==> src/source/arbiter_pkg.sv <==
`default_nettype none

package arbiter_pkg;

	// default physical address width in bits.
	parameter int ADDR_BITS_DEF = 32;

	// one memory transfer moves one cache line of this default width.
	parameter int LINE_BITS_DEF = 256;

	// owner of the physical memory port.
	// idle means no transfer is in flight and no cache is selected.
	typedef enum logic [1:0] {
		idle           = 2'b00,
		service_icache = 2'b01,
		service_dcache = 2'b10
	} arb_state_t;

endpackage : arbiter_pkg

`default_nettype wire
==> src/source/cache_arbiter.sv <==
`timescale 1ns/1ps
`default_nettype none

module cache_arbiter
	import arbiter_pkg::*;
#(
	parameter int addr_bits = ADDR_BITS_DEF,
	parameter int line_bits = LINE_BITS_DEF
)
(
	input  wire logic                 clk,
	input  wire logic                 arst_n,

	// instruction cache.
	input  wire logic                 icache_read,
	input  wire logic [addr_bits-1:0] icache_address,
	output wire logic [line_bits-1:0] icache_rdata,
	output wire logic                 icache_resp,

	// data cache.
	input  wire logic                 dcache_read,
	input  wire logic                 dcache_write,
	input  wire logic [addr_bits-1:0] dcache_address,
	input  wire logic [line_bits-1:0] dcache_wdata,
	output wire logic [line_bits-1:0] dcache_rdata,
	output wire logic                 dcache_resp,

	// physical memory.
	output wire logic                 pmem_read,
	output wire logic                 pmem_write,
	output wire logic [addr_bits-1:0] pmem_address,
	output wire logic [line_bits-1:0] pmem_wdata,
	input  wire logic [line_bits-1:0] pmem_rdata,
	input  wire logic                 pmem_resp
);

	// low selects the icache, high the dcache.
	wire logic cache_sel;

	arbiter_control control
	(
		.clk        (clk),
		.arst_n     (arst_n),
		.iread      (icache_read),
		.dread      (dcache_read),
		.dwrite     (dcache_write),
		.pmem_resp  (pmem_resp),
		.cache_sel  (cache_sel),
		.pmem_read  (pmem_read),
		.pmem_write (pmem_write)
	);

	arbiter_datapath #(
		.addr_bits (addr_bits),
		.line_bits (line_bits)
	) datapath
	(
		.cache_sel      (cache_sel),
		.icache_address (icache_address),
		.dcache_address (dcache_address),
		.dcache_wdata   (dcache_wdata),
		.pmem_rdata     (pmem_rdata),
		.pmem_resp      (pmem_resp),
		.pmem_address   (pmem_address),
		.pmem_wdata     (pmem_wdata),
		.icache_rdata   (icache_rdata),
		.dcache_rdata   (dcache_rdata),
		.icache_resp    (icache_resp),
		.dcache_resp    (dcache_resp)
	);

endmodule : cache_arbiter

`default_nettype wire

==> src/source/arbiter_datapath.sv <==
`timescale 1ns/1ps
`default_nettype none

module arbiter_datapath
	import arbiter_pkg::*;
#(
	parameter int addr_bits = ADDR_BITS_DEF,
	parameter int line_bits = LINE_BITS_DEF
)
(
	input  wire logic                 cache_sel,
	input  wire logic [addr_bits-1:0] icache_address,
	input  wire logic [addr_bits-1:0] dcache_address,
	input  wire logic [line_bits-1:0] dcache_wdata,
	input  wire logic [line_bits-1:0] pmem_rdata,
	input  wire logic                 pmem_resp,
	output logic      [addr_bits-1:0] pmem_address,
	output logic      [line_bits-1:0] pmem_wdata,
	output logic      [line_bits-1:0] icache_rdata,
	output logic      [line_bits-1:0] dcache_rdata,
	output logic                      icache_resp,
	output logic                      dcache_resp
);

	// address comes from whichever cache owns the port.
	always_comb
	begin
		if (cache_sel)
		begin
			pmem_address = dcache_address;
		end
		else
		begin
			pmem_address = icache_address;
		end
	end

	// only the dcache ever writes.
	assign pmem_wdata = dcache_wdata;

	// read data goes to both caches.
	assign icache_rdata = pmem_rdata;
	assign dcache_rdata = pmem_rdata;

	// resp is steered so that a cache never takes a line that belongs to the other.
	always_comb
	begin
		icache_resp = 1'b0;
		dcache_resp = 1'b0;
		if (cache_sel)
		begin
			dcache_resp = pmem_resp;
		end
		else
		begin
			icache_resp = pmem_resp;
		end
	end

endmodule : arbiter_datapath

`default_nettype wire

==> src/source/arbiter_control.sv <==
`timescale 1ns/1ps
`default_nettype none

module arbiter_control
	import arbiter_pkg::*;
(
	input  wire logic clk,
	input  wire logic arst_n,
	input  wire logic iread,
	input  wire logic dread,
	input  wire logic dwrite,
	input  wire logic pmem_resp,
	output logic      cache_sel,
	output logic      pmem_read,
	output logic      pmem_write
);

	arb_state_t state;
	arb_state_t next_state;

	// the dcache wants the port for either a read or a write.
	logic dreq;

	// the current owner finishes its transfer this cycle.
	logic done;

	assign dreq = dread | dwrite;
	assign done = pmem_resp;

	always_ff @(posedge clk or negedge arst_n)
	begin
		if (!arst_n)
		begin
			state <= idle;
		end
		else
		begin
			state <= next_state;
		end
	end

	// icache wins a tie in idle.
	// on a resp the port passes straight to a waiting cache of the other kind.
	always_comb
	begin
		next_state = state;
		case (state)
			idle:
			begin
				if (iread)
				begin
					next_state = service_icache;
				end
				else if (dreq)
				begin
					next_state = service_dcache;
				end
			end

			service_icache:
			begin
				if (done)
				begin
					if (dreq)
					begin
						next_state = service_dcache;
					end
					else
					begin
						next_state = idle;
					end
				end
			end

			service_dcache:
			begin
				if (done)
				begin
					if (iread)
					begin
						next_state = service_icache;
					end
					else
					begin
						next_state = idle;
					end
				end
			end

			default:
			begin
				next_state = idle;
			end
		endcase
	end

	// outputs are mealy so a request seen in idle reaches memory in the same cycle.
	// the owner keeps cache_sel and its strobe through its resp cycle
	// and the next owner is driven from the following cycle on.
	always_comb
	begin
		cache_sel = 1'b0;
		pmem_read = 1'b0;
		pmem_write = 1'b0;
		case (state)
			idle:
			begin
				if (iread)
				begin
					cache_sel = 1'b0;
					pmem_read = 1'b1;
				end
				else if (dreq)
				begin
					cache_sel = 1'b1;
					pmem_read = dread;
					pmem_write = dwrite;
				end
			end

			service_icache:
			begin
				cache_sel = 1'b0;
				pmem_read = 1'b1;
			end

			service_dcache:
			begin
				cache_sel = 1'b1;
				pmem_read = dread;
				pmem_write = dwrite;
			end

			default:
			begin
				cache_sel = 1'b0;
			end
		endcase
	end

endmodule : arbiter_control

`default_nettype wire

==> config.mk <==
export PLATFORM = sky130hd
export DESIGN_NAME = cache_arbiter
export DESIGN_NICKNAME = d
export VERILOG_FILES = /design/src/source/arbiter_pkg.sv /design/src/source/cache_arbiter.sv /design/src/source/arbiter_datapath.sv /design/src/source/arbiter_control.sv
export SDC_FILE = /design/constraint.sdc
export NUM_CORES = 1
export LEC_CHECK = 0
export ABC_AREA = 0
export ABC_CLOCK_PERIOD_IN_PS = 2000
export BUFFER_PORTS_ARGS = -buffer_cell sky130_fd_sc_hd__buf_4
export CAP_MARGIN = 20
export CELL_PAD_IN_SITES_DETAIL_PLACEMENT = 0
export CELL_PAD_IN_SITES_GLOBAL_PLACEMENT = 2
export CORE_AREA = 8 8 540 542
export DETAILED_ROUTE_END_ITERATION = 16
export DIE_AREA = 0 0 548 550
export PLACE_DENSITY = 0.3
export RECOVER_POWER = 100
export REMOVE_ABC_BUFFERS = 1
export SLEW_MARGIN = 20
export SYNTH_ARGS = -nofsm -noshare
export SYNTH_HDL_FRONTEND = slang
export SYNTH_SLANG_ARGS = --single-unit
==> constraint.sdc <==
create_clock -name clk -period 2 [get_ports clk]
set_clock_uncertainty 0.05 [all_clocks]
set_input_delay 0.3 -clock clk [delete_from_list [all_inputs] [get_ports clk]]
set_output_delay 0.3 -clock clk [all_outputs]
set_load 0.02 [all_outputs]
======== After elaboration in Yosys (flattened, before gate mapping) ========
Cells that the tools add are included.
Widths: inputs -> output; s select.
operators by class
  bitwise logic cells ..................... 1
  multiplexer cells ....................... 19
  eq/ne operators ......................... 5
  reductions and logical operators ........ 2
operator list
  operator            count
  $mux 32             1
  $mux 2              5
  $mux 1              9
  $pmux 2 s3          1
  $ne 2x2->1 const B  2
  $pmux 1 s2          2
  $ne 3x2->1 const B  1
  $pmux 1 s3          1
  $reduce_and 3->1    1
  $eq 2x1->1 const B  1
  $eq 2x2->1 const B  1
  $logic_not 2->1     1
  $or 1x1->1          1
word-level totals
  input bits .............................. 582
  register bits ........................... 2
  output and inout bits ................... 804

======== Logic depth before layout (Yosys ltp) ========
Gate-level depths: netlist of the first run.
  depth in word-level cells ............... 5
  gate-level depth with buffers ........... 4
  gate-level depth less buffers ........... 3

======== Modules after synthesis ========
Synthesis of the first run repeated with hierarchy kept, for this count alone.
unflattened totals
  cell total of the unflattened synthesis .. 821
  area total of the unflattened synthesis .. 6442.4 sq um
modules (own cells, without submodules)
  module            times used  cells an instance  area an instance (sq um)
  arbiter_datapath  1           806                6309.8
  arbiter_control   1           15                 132.6

======== Least setup slack after synthesis of the first run ========
Ideal clock, no wire load.
  kind .................................... input to output
  start point ............................. input port icache_read
  end point ............................... output port pmem_address[0]
  path slack .............................. 0.372 ns
  required time ........................... 1.650 ns
  buffers on the path ..................... 1
  data arrival time ....................... 1.278 ns
  stages on the path ...................... 4
  cell sequence ........................... o21bai_1 > a21oi_4 > buf_6 > mux2_4
between the ends
  longest elaborated chain between the ends .. 3
RTL lines
  what         line                    text
  from (decl)  cache_arbiter.sv:15     input wire logic icache_read,
  $mux 1       arbiter_control.sv:108  if (iread)
  $pmux 1 s2   arbiter_control.sv:105  case (state)
  $mux 32      arbiter_datapath.sv:28  if (cache_sel)
  to (decl)    cache_arbiter.sv:31     output wire logic [addr_bits-1:0] pmem_address,
Every way passes these cells.

======== Final worst setup path of the first run ========
  start point ............................. register control.state[1]
  end point ............................... output port pmem_address[6]
between the ends
  longest elaborated chain between the ends .. 3
  elaborated cells between the ends (all ways) .. 4
RTL lines
  what                                           line                    text
  from (decl)                                    arbiter_control.sv:18   arb_state_t state;
  from (signal assigned)                         arbiter_control.sv:34   state <= idle;
  from (signal assigned)                         arbiter_control.sv:38   state <= next_state;
  $eq 2x2->1 or $logic_not 2->1 (tied branches)  arbiter_control.sv:105
  $pmux 1 s2 (*)                                 arbiter_control.sv:105
  $mux 32 (*)                                    arbiter_datapath.sv:28
Every way passes the cells marked *; elsewhere a longest branch is shown, timed or not.

==> impl_results.rst, run 1 <==
.. list-table::
   :header-rows: 1

   * - Metric
     - Value
   * - CP top delay family
     - buffers and inverters
   * - Final WL
     - 430000 um
   * - Remaining antenna violation count after routing
     - 0
   * - Bufs and invs on worst path
     - 4
   * - Vert. Die Dim
     - 550 um
   * - WP data required
     - 1.65 ns
   * - Static Leakage
     - 0.872 nW
   * - Final cell count without fillers
     - 3925
   * - Initial core utilization
     - 0.0226
   * - Final min period
     - 1.96 ns
   * - End of the worst hold path
     - control.state[1]
   * - GR Layer Usage met2
     - 0.509
   * - Maximum capacitance violations
     - 0
   * - Cell depth of the worst hold path
     - 2
   * - Cell type contributing the most total cell area after synthesis
     - sky130_fd_sc_hd__buf_4
   * - Count of flip-flops with a built-in enable after synthesis
     - 0
   * - Biggest regs
     - control.state (2)
   * - Register with the highest flop count
     - control.state
   * - Avg WL per Cell
     - 110 um
   * - Vias in the first global route
     - 2967
   * - Number of buffers created by CTS
     - 3
   * - Depth of the worst register-to-register path
     - 3
   * - Layout cells sized above 1
     - 0.889
   * - Most Used Layer, Global Route
     - met2
   * - CP Max Fanout
     - 13
   * - Placed wire-length estimate after detailed placement
     - 405000 um
   * - Met3 track demand over resource
     - 0.411
   * - Final setup violation count
     - 0
   * - Gate count after technology mapping
     - 820
   * - Final hold vios
     - 0
   * - Number of antenna violations at the first check in global routing
     - 11
   * - H-tree lvl count
     - 1
   * - GP Congestion
     - 1.30
   * - Sum Neg Setup Slack
     - 0 ns
   * - Maximum clock frequency
     - 0.509 GHz
   * - Power density over cell area
     - 304 nW/um2
   * - Total number of placement rows
     - 196
   * - Source-to-sink clock delay at the later pin of the worst-skew pair
     - 0.23 ns
   * - Count leader, synth
     - sky130_fd_sc_hd__buf_4
   * - Width of the die
     - 548 um
   * - Net count reported at finish
     - 746
   * - Synth-to-layout area growth
     - -1.78%
   * - Startpoint of the worst hold path
     - pmem_resp
   * - Hold Crit Class
     - in2reg
   * - Reg2reg end
     - control.state[1]
   * - Critical Path AT
     - 1.61 ns
   * - Critical path's largest stage delay
     - 0.35 ns
   * - Cell with the biggest individual delay on the critical path
     - sky130_fd_sc_hd__dfrtp_1
   * - Total track usage
     - 0.274
   * - DP Cell Count
     - 3918
   * - Mean cell area of the mapped netlist
     - 7.82 um2
   * - Max-slew violations
     - 0
   * - First drt pass iteration count
     - 4
   * - Pin slew with the least headroom to its limit
     - 0.360 ns
   * - Largest net degree at the start of global routing
     - 26
   * - Most common library cells after synthesis
     - sky130_fd_sc_hd__buf_4, sky130_fd_sc_hd__mux2_4, sky130_fd_sc_hd__mux2_2
   * - Reg-to-reg setup timing slack
     - 0.95 ns
   * - Global-route congestion overflow total
     - 0
   * - Yosys synthesis warning count
     - 0
   * - TritonCTS clock tree
     - done
   * - RR Startpoint
     - control.state[0]
   * - Number of clock sinks
     - 2
   * - Detailed-route vias per instance
     - 1.26
   * - Share of the cycle needed by the critical path after routing
     - 0.982
   * - Number of buffers on the longest clock path
     - 2
   * - Worst VDD drop
     - 0.202 mV
   * - Number of flip-flops under the largest register name
     - 2
   * - Clock-pin slew of the registers on the worst-case setup and hold paths
     - 0.03 ns
   * - Sequential area share after synthesis
     - 0.00781
   * - Netlist cell types
     - 16
   * - First-pass GRT wire length
     - 438000 um
   * - Prevailing post-synth register cell
     - sky130_fd_sc_hd__dfrtp_1
   * - DRC violation count after routing
     - 0
   * - Start-to-end type of the worst setup path
     - reg2out
   * - Share of flip-flops with an asynchronous set or reset after synthesis
     - 1.00
   * - Post-route core utilization
     - 0.0222
   * - Area of the mapped netlist
     - 6410 um2
   * - Die area
     - 301000 um2
   * - Worst setup SP type
     - register
   * - Unrepaired setup endpoints after global routing
     - true
   * - Ports
     - 1386
   * - Total number of vias
     - 4952
   * - Max-slew headroom
     - 0.759
   * - Global-route track usage on met1
     - 0.0452
   * - Status
     - finished clean
   * - Clock root buffer
     - sky130_fd_sc_hd__clkbuf_16
   * - CP most frequent cell
     - sky130_fd_sc_hd__buf_12
   * - Worst setup EP type
     - output pin
   * - Share of the synthesized area in the top cell type
     - 0.899
   * - Cell types occupying the most area after synthesis
     - sky130_fd_sc_hd__buf_4, sky130_fd_sc_hd__mux2_4, sky130_fd_sc_hd__dfrtp_1
   * - Flops & latches, synth
     - 2
   * - Floorplan core area
     - 283000 um2
   * - Port Buf Inserts
     - 105
   * - Initial drt markers
     - 846
   * - Critical-path cell list
     - inv_2 -> a21oi_4 -> buf_12 -> buf_12 -> mux2_4 -> buf_4
[logic make-up after synthesis]
| kind of cell | Yosys count | share of synthesized area |
|---|---|---|
| and+or+nand+nor | 6 | 0.00488 |
| buffers and inverters | 774 | 0.906 |
| DFF | 2 | 0.00781 |
| muxes | 32 | 0.0726 |
| AOI/OAI and AO/OA | 6 | 0.00839 |
[metal layers]
metal / routed length (um) / share of wire / up-vias
li1: - / - / 417
met1: 30400 / 0.071 / 1491
met2: 223000 / 0.52 / 2671
met3: 131000 / 0.31 / 332
met4: 39800 / 0.092 / 41
met5: 5630 / 0.013 / -
[what timing repair did]
item | CTS | global route
resized for setup | 0 | 14
hold buffers | 1 | 0
endpoints found under the hold margin | 2 | 0
endpoints found under the setup margin | 0 | 29
buffers inserted | 0 | 1
[placed cells by master (no fill, tap or decap)]
| cell type | Yosys | routed |
|---|---|---|
| sky130_fd_sc_hd__diode_2 | 0 | 1 |
| sky130_fd_sc_hd__clkbuf_2 | 0 | 2 |
| sky130_fd_sc_hd__a21oi_4 | 1 | 1 |
| sky130_fd_sc_hd__inv_2 | 0 | 1 |
| sky130_fd_sc_hd__clkbuf_1 | 0 | 3 |
| sky130_fd_sc_hd__mux2_2 | 4 | 4 |
| sky130_fd_sc_hd__o22ai_1 | 1 | 1 |
| sky130_fd_sc_hd__buf_6 | 3 | 12 |
| sky130_fd_sc_hd__dfrtp_2 | 0 | 1 |
| sky130_fd_sc_hd__nor3_1 | 1 | 1 |
| sky130_fd_sc_hd__inv_1 | 3 | 2 |
| sky130_fd_sc_hd__nor2_1 | 2 | 2 |
| sky130_fd_sc_hd__dlygate4sd3_1 | 0 | 1 |
| sky130_fd_sc_hd__nor2b_1 | 1 | 1 |
| sky130_fd_sc_hd__dfrtp_1 | 2 | 1 |
| sky130_fd_sc_hd__o21bai_1 | 1 | 1 |
| sky130_fd_sc_hd__o31ai_1 | 1 | 1 |
| sky130_fd_sc_hd__mux2_4 | 28 | 28 |
| sky130_fd_sc_hd__a211oi_1 | 1 | 1 |
| sky130_fd_sc_hd__buf_4 | 768 | 89 |
| sky130_fd_sc_hd__clkbuf_16 | 0 | 4 |
| sky130_fd_sc_hd__and2_1 | 2 | 2 |
| sky130_fd_sc_hd__o221ai_1 | 1 | 1 |
| sky130_fd_sc_hd__buf_12 | 0 | 2 |
[through the flow]
step,hold WS [ns],cell area (um2),setup slack (ns),total power [mW]
2_1_floorplan,-0.0456,612,-0.197,0.901
3_3_place_gp,0.0535,6130,0.106,1.52
3_5_place_dp,0.0533,6130,0.108,1.50
4_1_cts,0.251,6220,0.0356,1.81
5_1_grt,0.256,6300,-0.0206,2.00
6_report,0.250,6300,0.0358,1.92
[final cells by class]
| type | count | area (um2) |
|---|---|---|
| diodes | 1 | 2.50 |
| clock buffers | 3 | 75.1 |
| fillers | 33900 | 277000 |
| inverters | 3 | 11.3 |
| multi-input cells | 44 | 551 |
| flip-flops and latches | 2 | 51.3 |
| well taps | 3762 | 4710 |
| repair buffers | 110 | 900 |
[worst max-delay path by stage]
stage	slack [ns]	end	cells after the start	from
floorplan	-0.20	pmem_address[21]	3	icache_read
detailed placement	0.11	pmem_address[12]	6	icache_read
global route	-0.02	pmem_address[28]	6	control.state[1]
finish	0.04	pmem_address[6]	6	control.state[1]
global placement	0.11	pmem_address[29]	6	icache_read
CTS	0.04	pmem_address[12]	5	control.state[1]
[report_power, final]
group / internal, mW / switching (mW) / leakage [nW]
registers: 0.0615 / 0.0267 / 0.0234
logic: 0.810 / 0.715 / 0.811
clock network: 0.255 / 0.0494 / 0.0370
Note: power is estimated with default switching activity, not from simulation.
==> run 2, diff against run 1 <==
- CORE_AREA: 8 8 540 542 -> 8 8 541 543
- DIE_AREA: 0 0 548 550 -> 0 0 549 551
- SYNTH_HIERARCHICAL: not set -> 1
==> impl_results.rst, run 2 <==
.. list-table::
   :header-rows: 1

   * - Metric
     - Value
   * - Status
     - finished clean
   * - Depth of the worst register-to-register path
     - 4 (+1)
   * - Worst setup EP type
     - output pin
   * - Clock root buffer
     - sky130_fd_sc_hd__clkbuf_16
   * - Hold Crit Class
     - in2reg
   * - Vias in the first global route
     - 2979 (+0.40%)
   * - Critical path's largest stage delay
     - 0.44 ns (+0.09 ns)
   * - Floorplan core area
     - 284000 um2 (+0.26%)
   * - Count of flip-flops with a built-in enable after synthesis
     - 0 (unchanged)
   * - Global-route congestion overflow total
     - 0 (unchanged)
   * - Net count reported at finish
     - 748 (+0.27%)
   * - Critical-path cell list
     - a21oi_4 -> buf_6 -> mux2_4 -> buf_4
   * - Pre-CTS setup slack
     - 0.0994 ns (-0.00809 ns)
   * - Number of antenna violations at the first check in global routing
     - 8 (-3)
   * - Largest net degree at the start of global routing
     - 15 (-42%)
   * - Port Buf Inserts
     - 105 (unchanged)
   * - Unrepaired setup endpoints after global routing
     - false
   * - Maximum clock frequency
     - 0.518 GHz (+1.8%)
   * - Post-route core utilization
     - 0.0220 (-0.000260)
   * - CP Max Fanout
     - 10 (-3)
   * - Clock-pin slew of the registers on the worst-case setup and hold paths
     - 0.03 ns (about the same)
   * - Cell type contributing the most total cell area after synthesis
     - sky130_fd_sc_hd__buf_4
   * - Levels on crit path
     - 4 (-2)
   * - Netlist cell types
     - 20 (+4)
   * - Cell depth of the worst hold path
     - 3 (+1)
   * - Layout cells sized above 1
     - 0.902 (+0.0136)
   * - Most common library cells after synthesis
     - sky130_fd_sc_hd__buf_4, sky130_fd_sc_hd__mux2_4, sky130_fd_sc_hd__mux2_2
   * - Vert. Die Dim
     - 551 um (+0.18%)
   * - Die area
     - 302000 um2 (+0.36%)
   * - Yosys synthesis warning count
     - 6 (+6)
   * - Share of the cycle needed by the critical path after routing
     - 0.965 (-0.0175)
   * - Final WL
     - 428000 um (-0.41%)
   * - Post-route met1 wirelength
     - 36800 um (+21%)
   * - Final hold vios
     - 0 (unchanged)
   * - Share of flip-flops with an asynchronous set or reset after synthesis
     - 1.00 (unchanged)
   * - Worst setup SP type
     - register
   * - Power density over cell area
     - 293 nW/um2 (-3.9%)
   * - Topmost layer with routed signal wires
     - met5
   * - Number of buffers created by CTS
     - 3 (unchanged)
   * - Initial drt markers
     - 800 (-5.4%)
   * - Biggest regs
     - control/state (2)
   * - Count leader, synth
     - sky130_fd_sc_hd__buf_4
   * - Amount of wire on met2 after detailed routing
     - 220000 um (-1.2%)
   * - Final min period
     - 1.93 ns (-0.0350 ns)
   * - Mean cell area of the mapped netlist
     - 7.85 um2 (+0.37%)
   * - Gate count after technology mapping
     - 821 (+0.12%)
   * - Initial core utilization
     - 0.0227 (+0.0000515)
   * - Start-to-end type of the worst setup path
     - reg2out
   * - Total number of placement rows
     - 196 (unchanged)
   * - Share of the synthesized area in the top cell type
     - 0.895 (-0.00437)
   * - Commonest non-fill, non-tap cell in the layout
     - sky130_fd_sc_hd__buf_4
   * - Met3 wire length
     - 124000 um (-5.4%)
   * - Total track usage
     - 0.272 (-0.00194)
   * - CP top delay family
     - flip-flops
   * - Maximum capacitance violations
     - 0 (unchanged)
   * - Max-slew violations
     - 0 (unchanged)
   * - Final worst-path setup slack
     - 0.0708 ns (+0.0350 ns)
   * - Source-to-sink clock delay at the later pin of the worst-skew pair
     - 0.22 ns (about the same)
   * - Sequential area share after synthesis
     - 0.00777 (-0.0000379)
   * - Flops & latches, synth
     - 2 (unchanged)
   * - WP data required
     - 1.65 ns (about the same)
   * - H-tree lvl count
     - 1 (unchanged)
   * - Synth-to-layout area growth
     - -3.15%
   * - Ports
     - 1386 (unchanged)
   * - Width of the die
     - 549 um (+0.18%)
   * - Static Leakage
     - 0.857 nW (-1.7%)
   * - Number of clock sinks
     - 2 (unchanged)
   * - DRC violation count after routing
     - 0 (unchanged)
   * - Register with the highest flop count
     - control/state
   * - Avg WL per Cell
     - 109 um (-0.46%)
   * - Number of buffers on the longest clock path
     - 2 (unchanged)
   * - Remaining antenna violation count after routing
     - 0 (unchanged)
   * - TritonCTS clock tree
     - done
   * - Max-slew headroom
     - 0.765 (+0.00582)
   * - Prevailing post-synth register cell
     - sky130_fd_sc_hd__dfrtp_1
   * - Commonest cells after routing, fill and taps aside
     - sky130_fd_sc_hd__buf_4, sky130_fd_sc_hd__mux2_4, sky130_fd_sc_hd__buf_2, sky130_fd_sc_hd__mux2_2
   * - Sum Neg Setup Slack
     - 0 ns (unchanged)
   * - First drt pass iteration count
     - 4 (unchanged)
   * - Total number of vias
     - 4672 (-5.7%)
   * - Critical Path AT
     - 1.58 ns (-0.03 ns)
   * - Area of the mapped netlist
     - 6440 um2 (+0.49%)
   * - Worst VDD drop
     - 0.209 mV (+3.5%)
   * - Detailed-route vias per instance
     - 1.19 (-5.7%)
   * - Final setup violation count
     - 0 (unchanged)
   * - GP Congestion
     - 1.26 (-3.5%)
   * - Bufs and invs on worst path
     - 2 (-2)
   * - Cell types occupying the most area after synthesis
     - sky130_fd_sc_hd__buf_4, sky130_fd_sc_hd__mux2_4, sky130_fd_sc_hd__dfrtp_1
   * - Cell with the biggest individual delay on the critical path
     - sky130_fd_sc_hd__dfrtp_1
   * - Placed wire-length estimate after detailed placement
     - 403000 um (-0.41%)
   * - Pin slew with the least headroom to its limit
     - 0.354 ns (-0.00602 ns)
   * - First-pass GRT wire length
     - 436000 um (-0.44%)
   * - Number of flip-flops under the largest register name
     - 2 (unchanged)
run 2: cell types whose count changed in the layout (fill, tap and decap cells not counted), moves of 2 or more:
cell	change
sky130_fd_sc_hd__clkbuf_4	+2
sky130_fd_sc_hd__and2_1	-2
sky130_fd_sc_hd__buf_6	-10
sky130_fd_sc_hd__buf_4	+6
sky130_fd_sc_hd__buf_2	+6
run 2: path summary, 6_finish.rpt:
check                                        end  slack (ns)              from
worst max-delay path             pmem_address[4]        0.07  control/state[0]
worst min-delay path            control/state[1]        0.32      dcache_write
worst max register to register  control/state[1]        0.83  control/state[0]
worst min register to register  control/state[1]        0.53  control/state[1]
max in group asynchronous       control/state[1]        1.17            arst_n
min in group asynchronous       control/state[0]        0.60            arst_n
run 2: per-stage QoR:
step	instance area (um2)	std cells	power (mW)	hold WS, ns
6_report	6240	3927	1.83	0.325
5_1_grt	6240	3927	1.92	0.345
4_1_cts	6290	3926	1.98	0.323
3_5_place_dp	6160	3918	1.55	0.0550
3_3_place_gp	6160	3918	1.58	0.0538
2_1_floorplan	611	49	0.931	-0.0456
run 2: tightest hold or removal path, delay by kind of cell:
kind	cells	cell delay (ns)
AO/OA/AOI/OAI	2	0.16
buffers and inverters	1	0.10
run 2: layout make-up:
cell class	count	area (um2)
Inverter	3	11.3
Tap cell	3762	4710
Timing Repair Buffer	112	833
Multi-Input combinational cell	44	561
Antenna cell	1	2.50
Sequential cell	2	50.0
Clock buffer	3	75.1
Fill cell	34100	278000
run 2: kinds of logic after synthesis:
kind of cell | Yosys count | share of synthesized area
multiplexers | 32 | 0.0722
buffers and inverters | 775 | 0.907
AND/OR/NAND/NOR | 6 | 0.00583
flip-flops | 2 | 0.00777
AO/OA/AOI/OAI | 6 | 0.00719
run 2: power breakdown:
part	switching, mW	internal [mW]	total [mW]
combinational	0.710	0.733	1.44
clock	0.0445	0.254	0.299
sequential	0.0253	0.0592	0.0846
run 2: metal layers:
metal,GRT usage,up-vias
met4,0.203,51
li1,-,419
met5,0.151,-
met2,0.502,2413
met1,0.0461,1450
met3,0.405,339
run 2: repair_timing:
| item | 4_1_cts | 5_1_grt |
|---|---|---|
| setup endpoints to repair | 1 | 20 |
| resized for setup | 3 | 2 |
| pin swaps | 1 | 1 |
| hold buffers | 1 | 0 |
| cloned | 1 | 0 |
| buffers inserted | 3 | 2 |
| hold endpoints to repair | 2 | 0 |
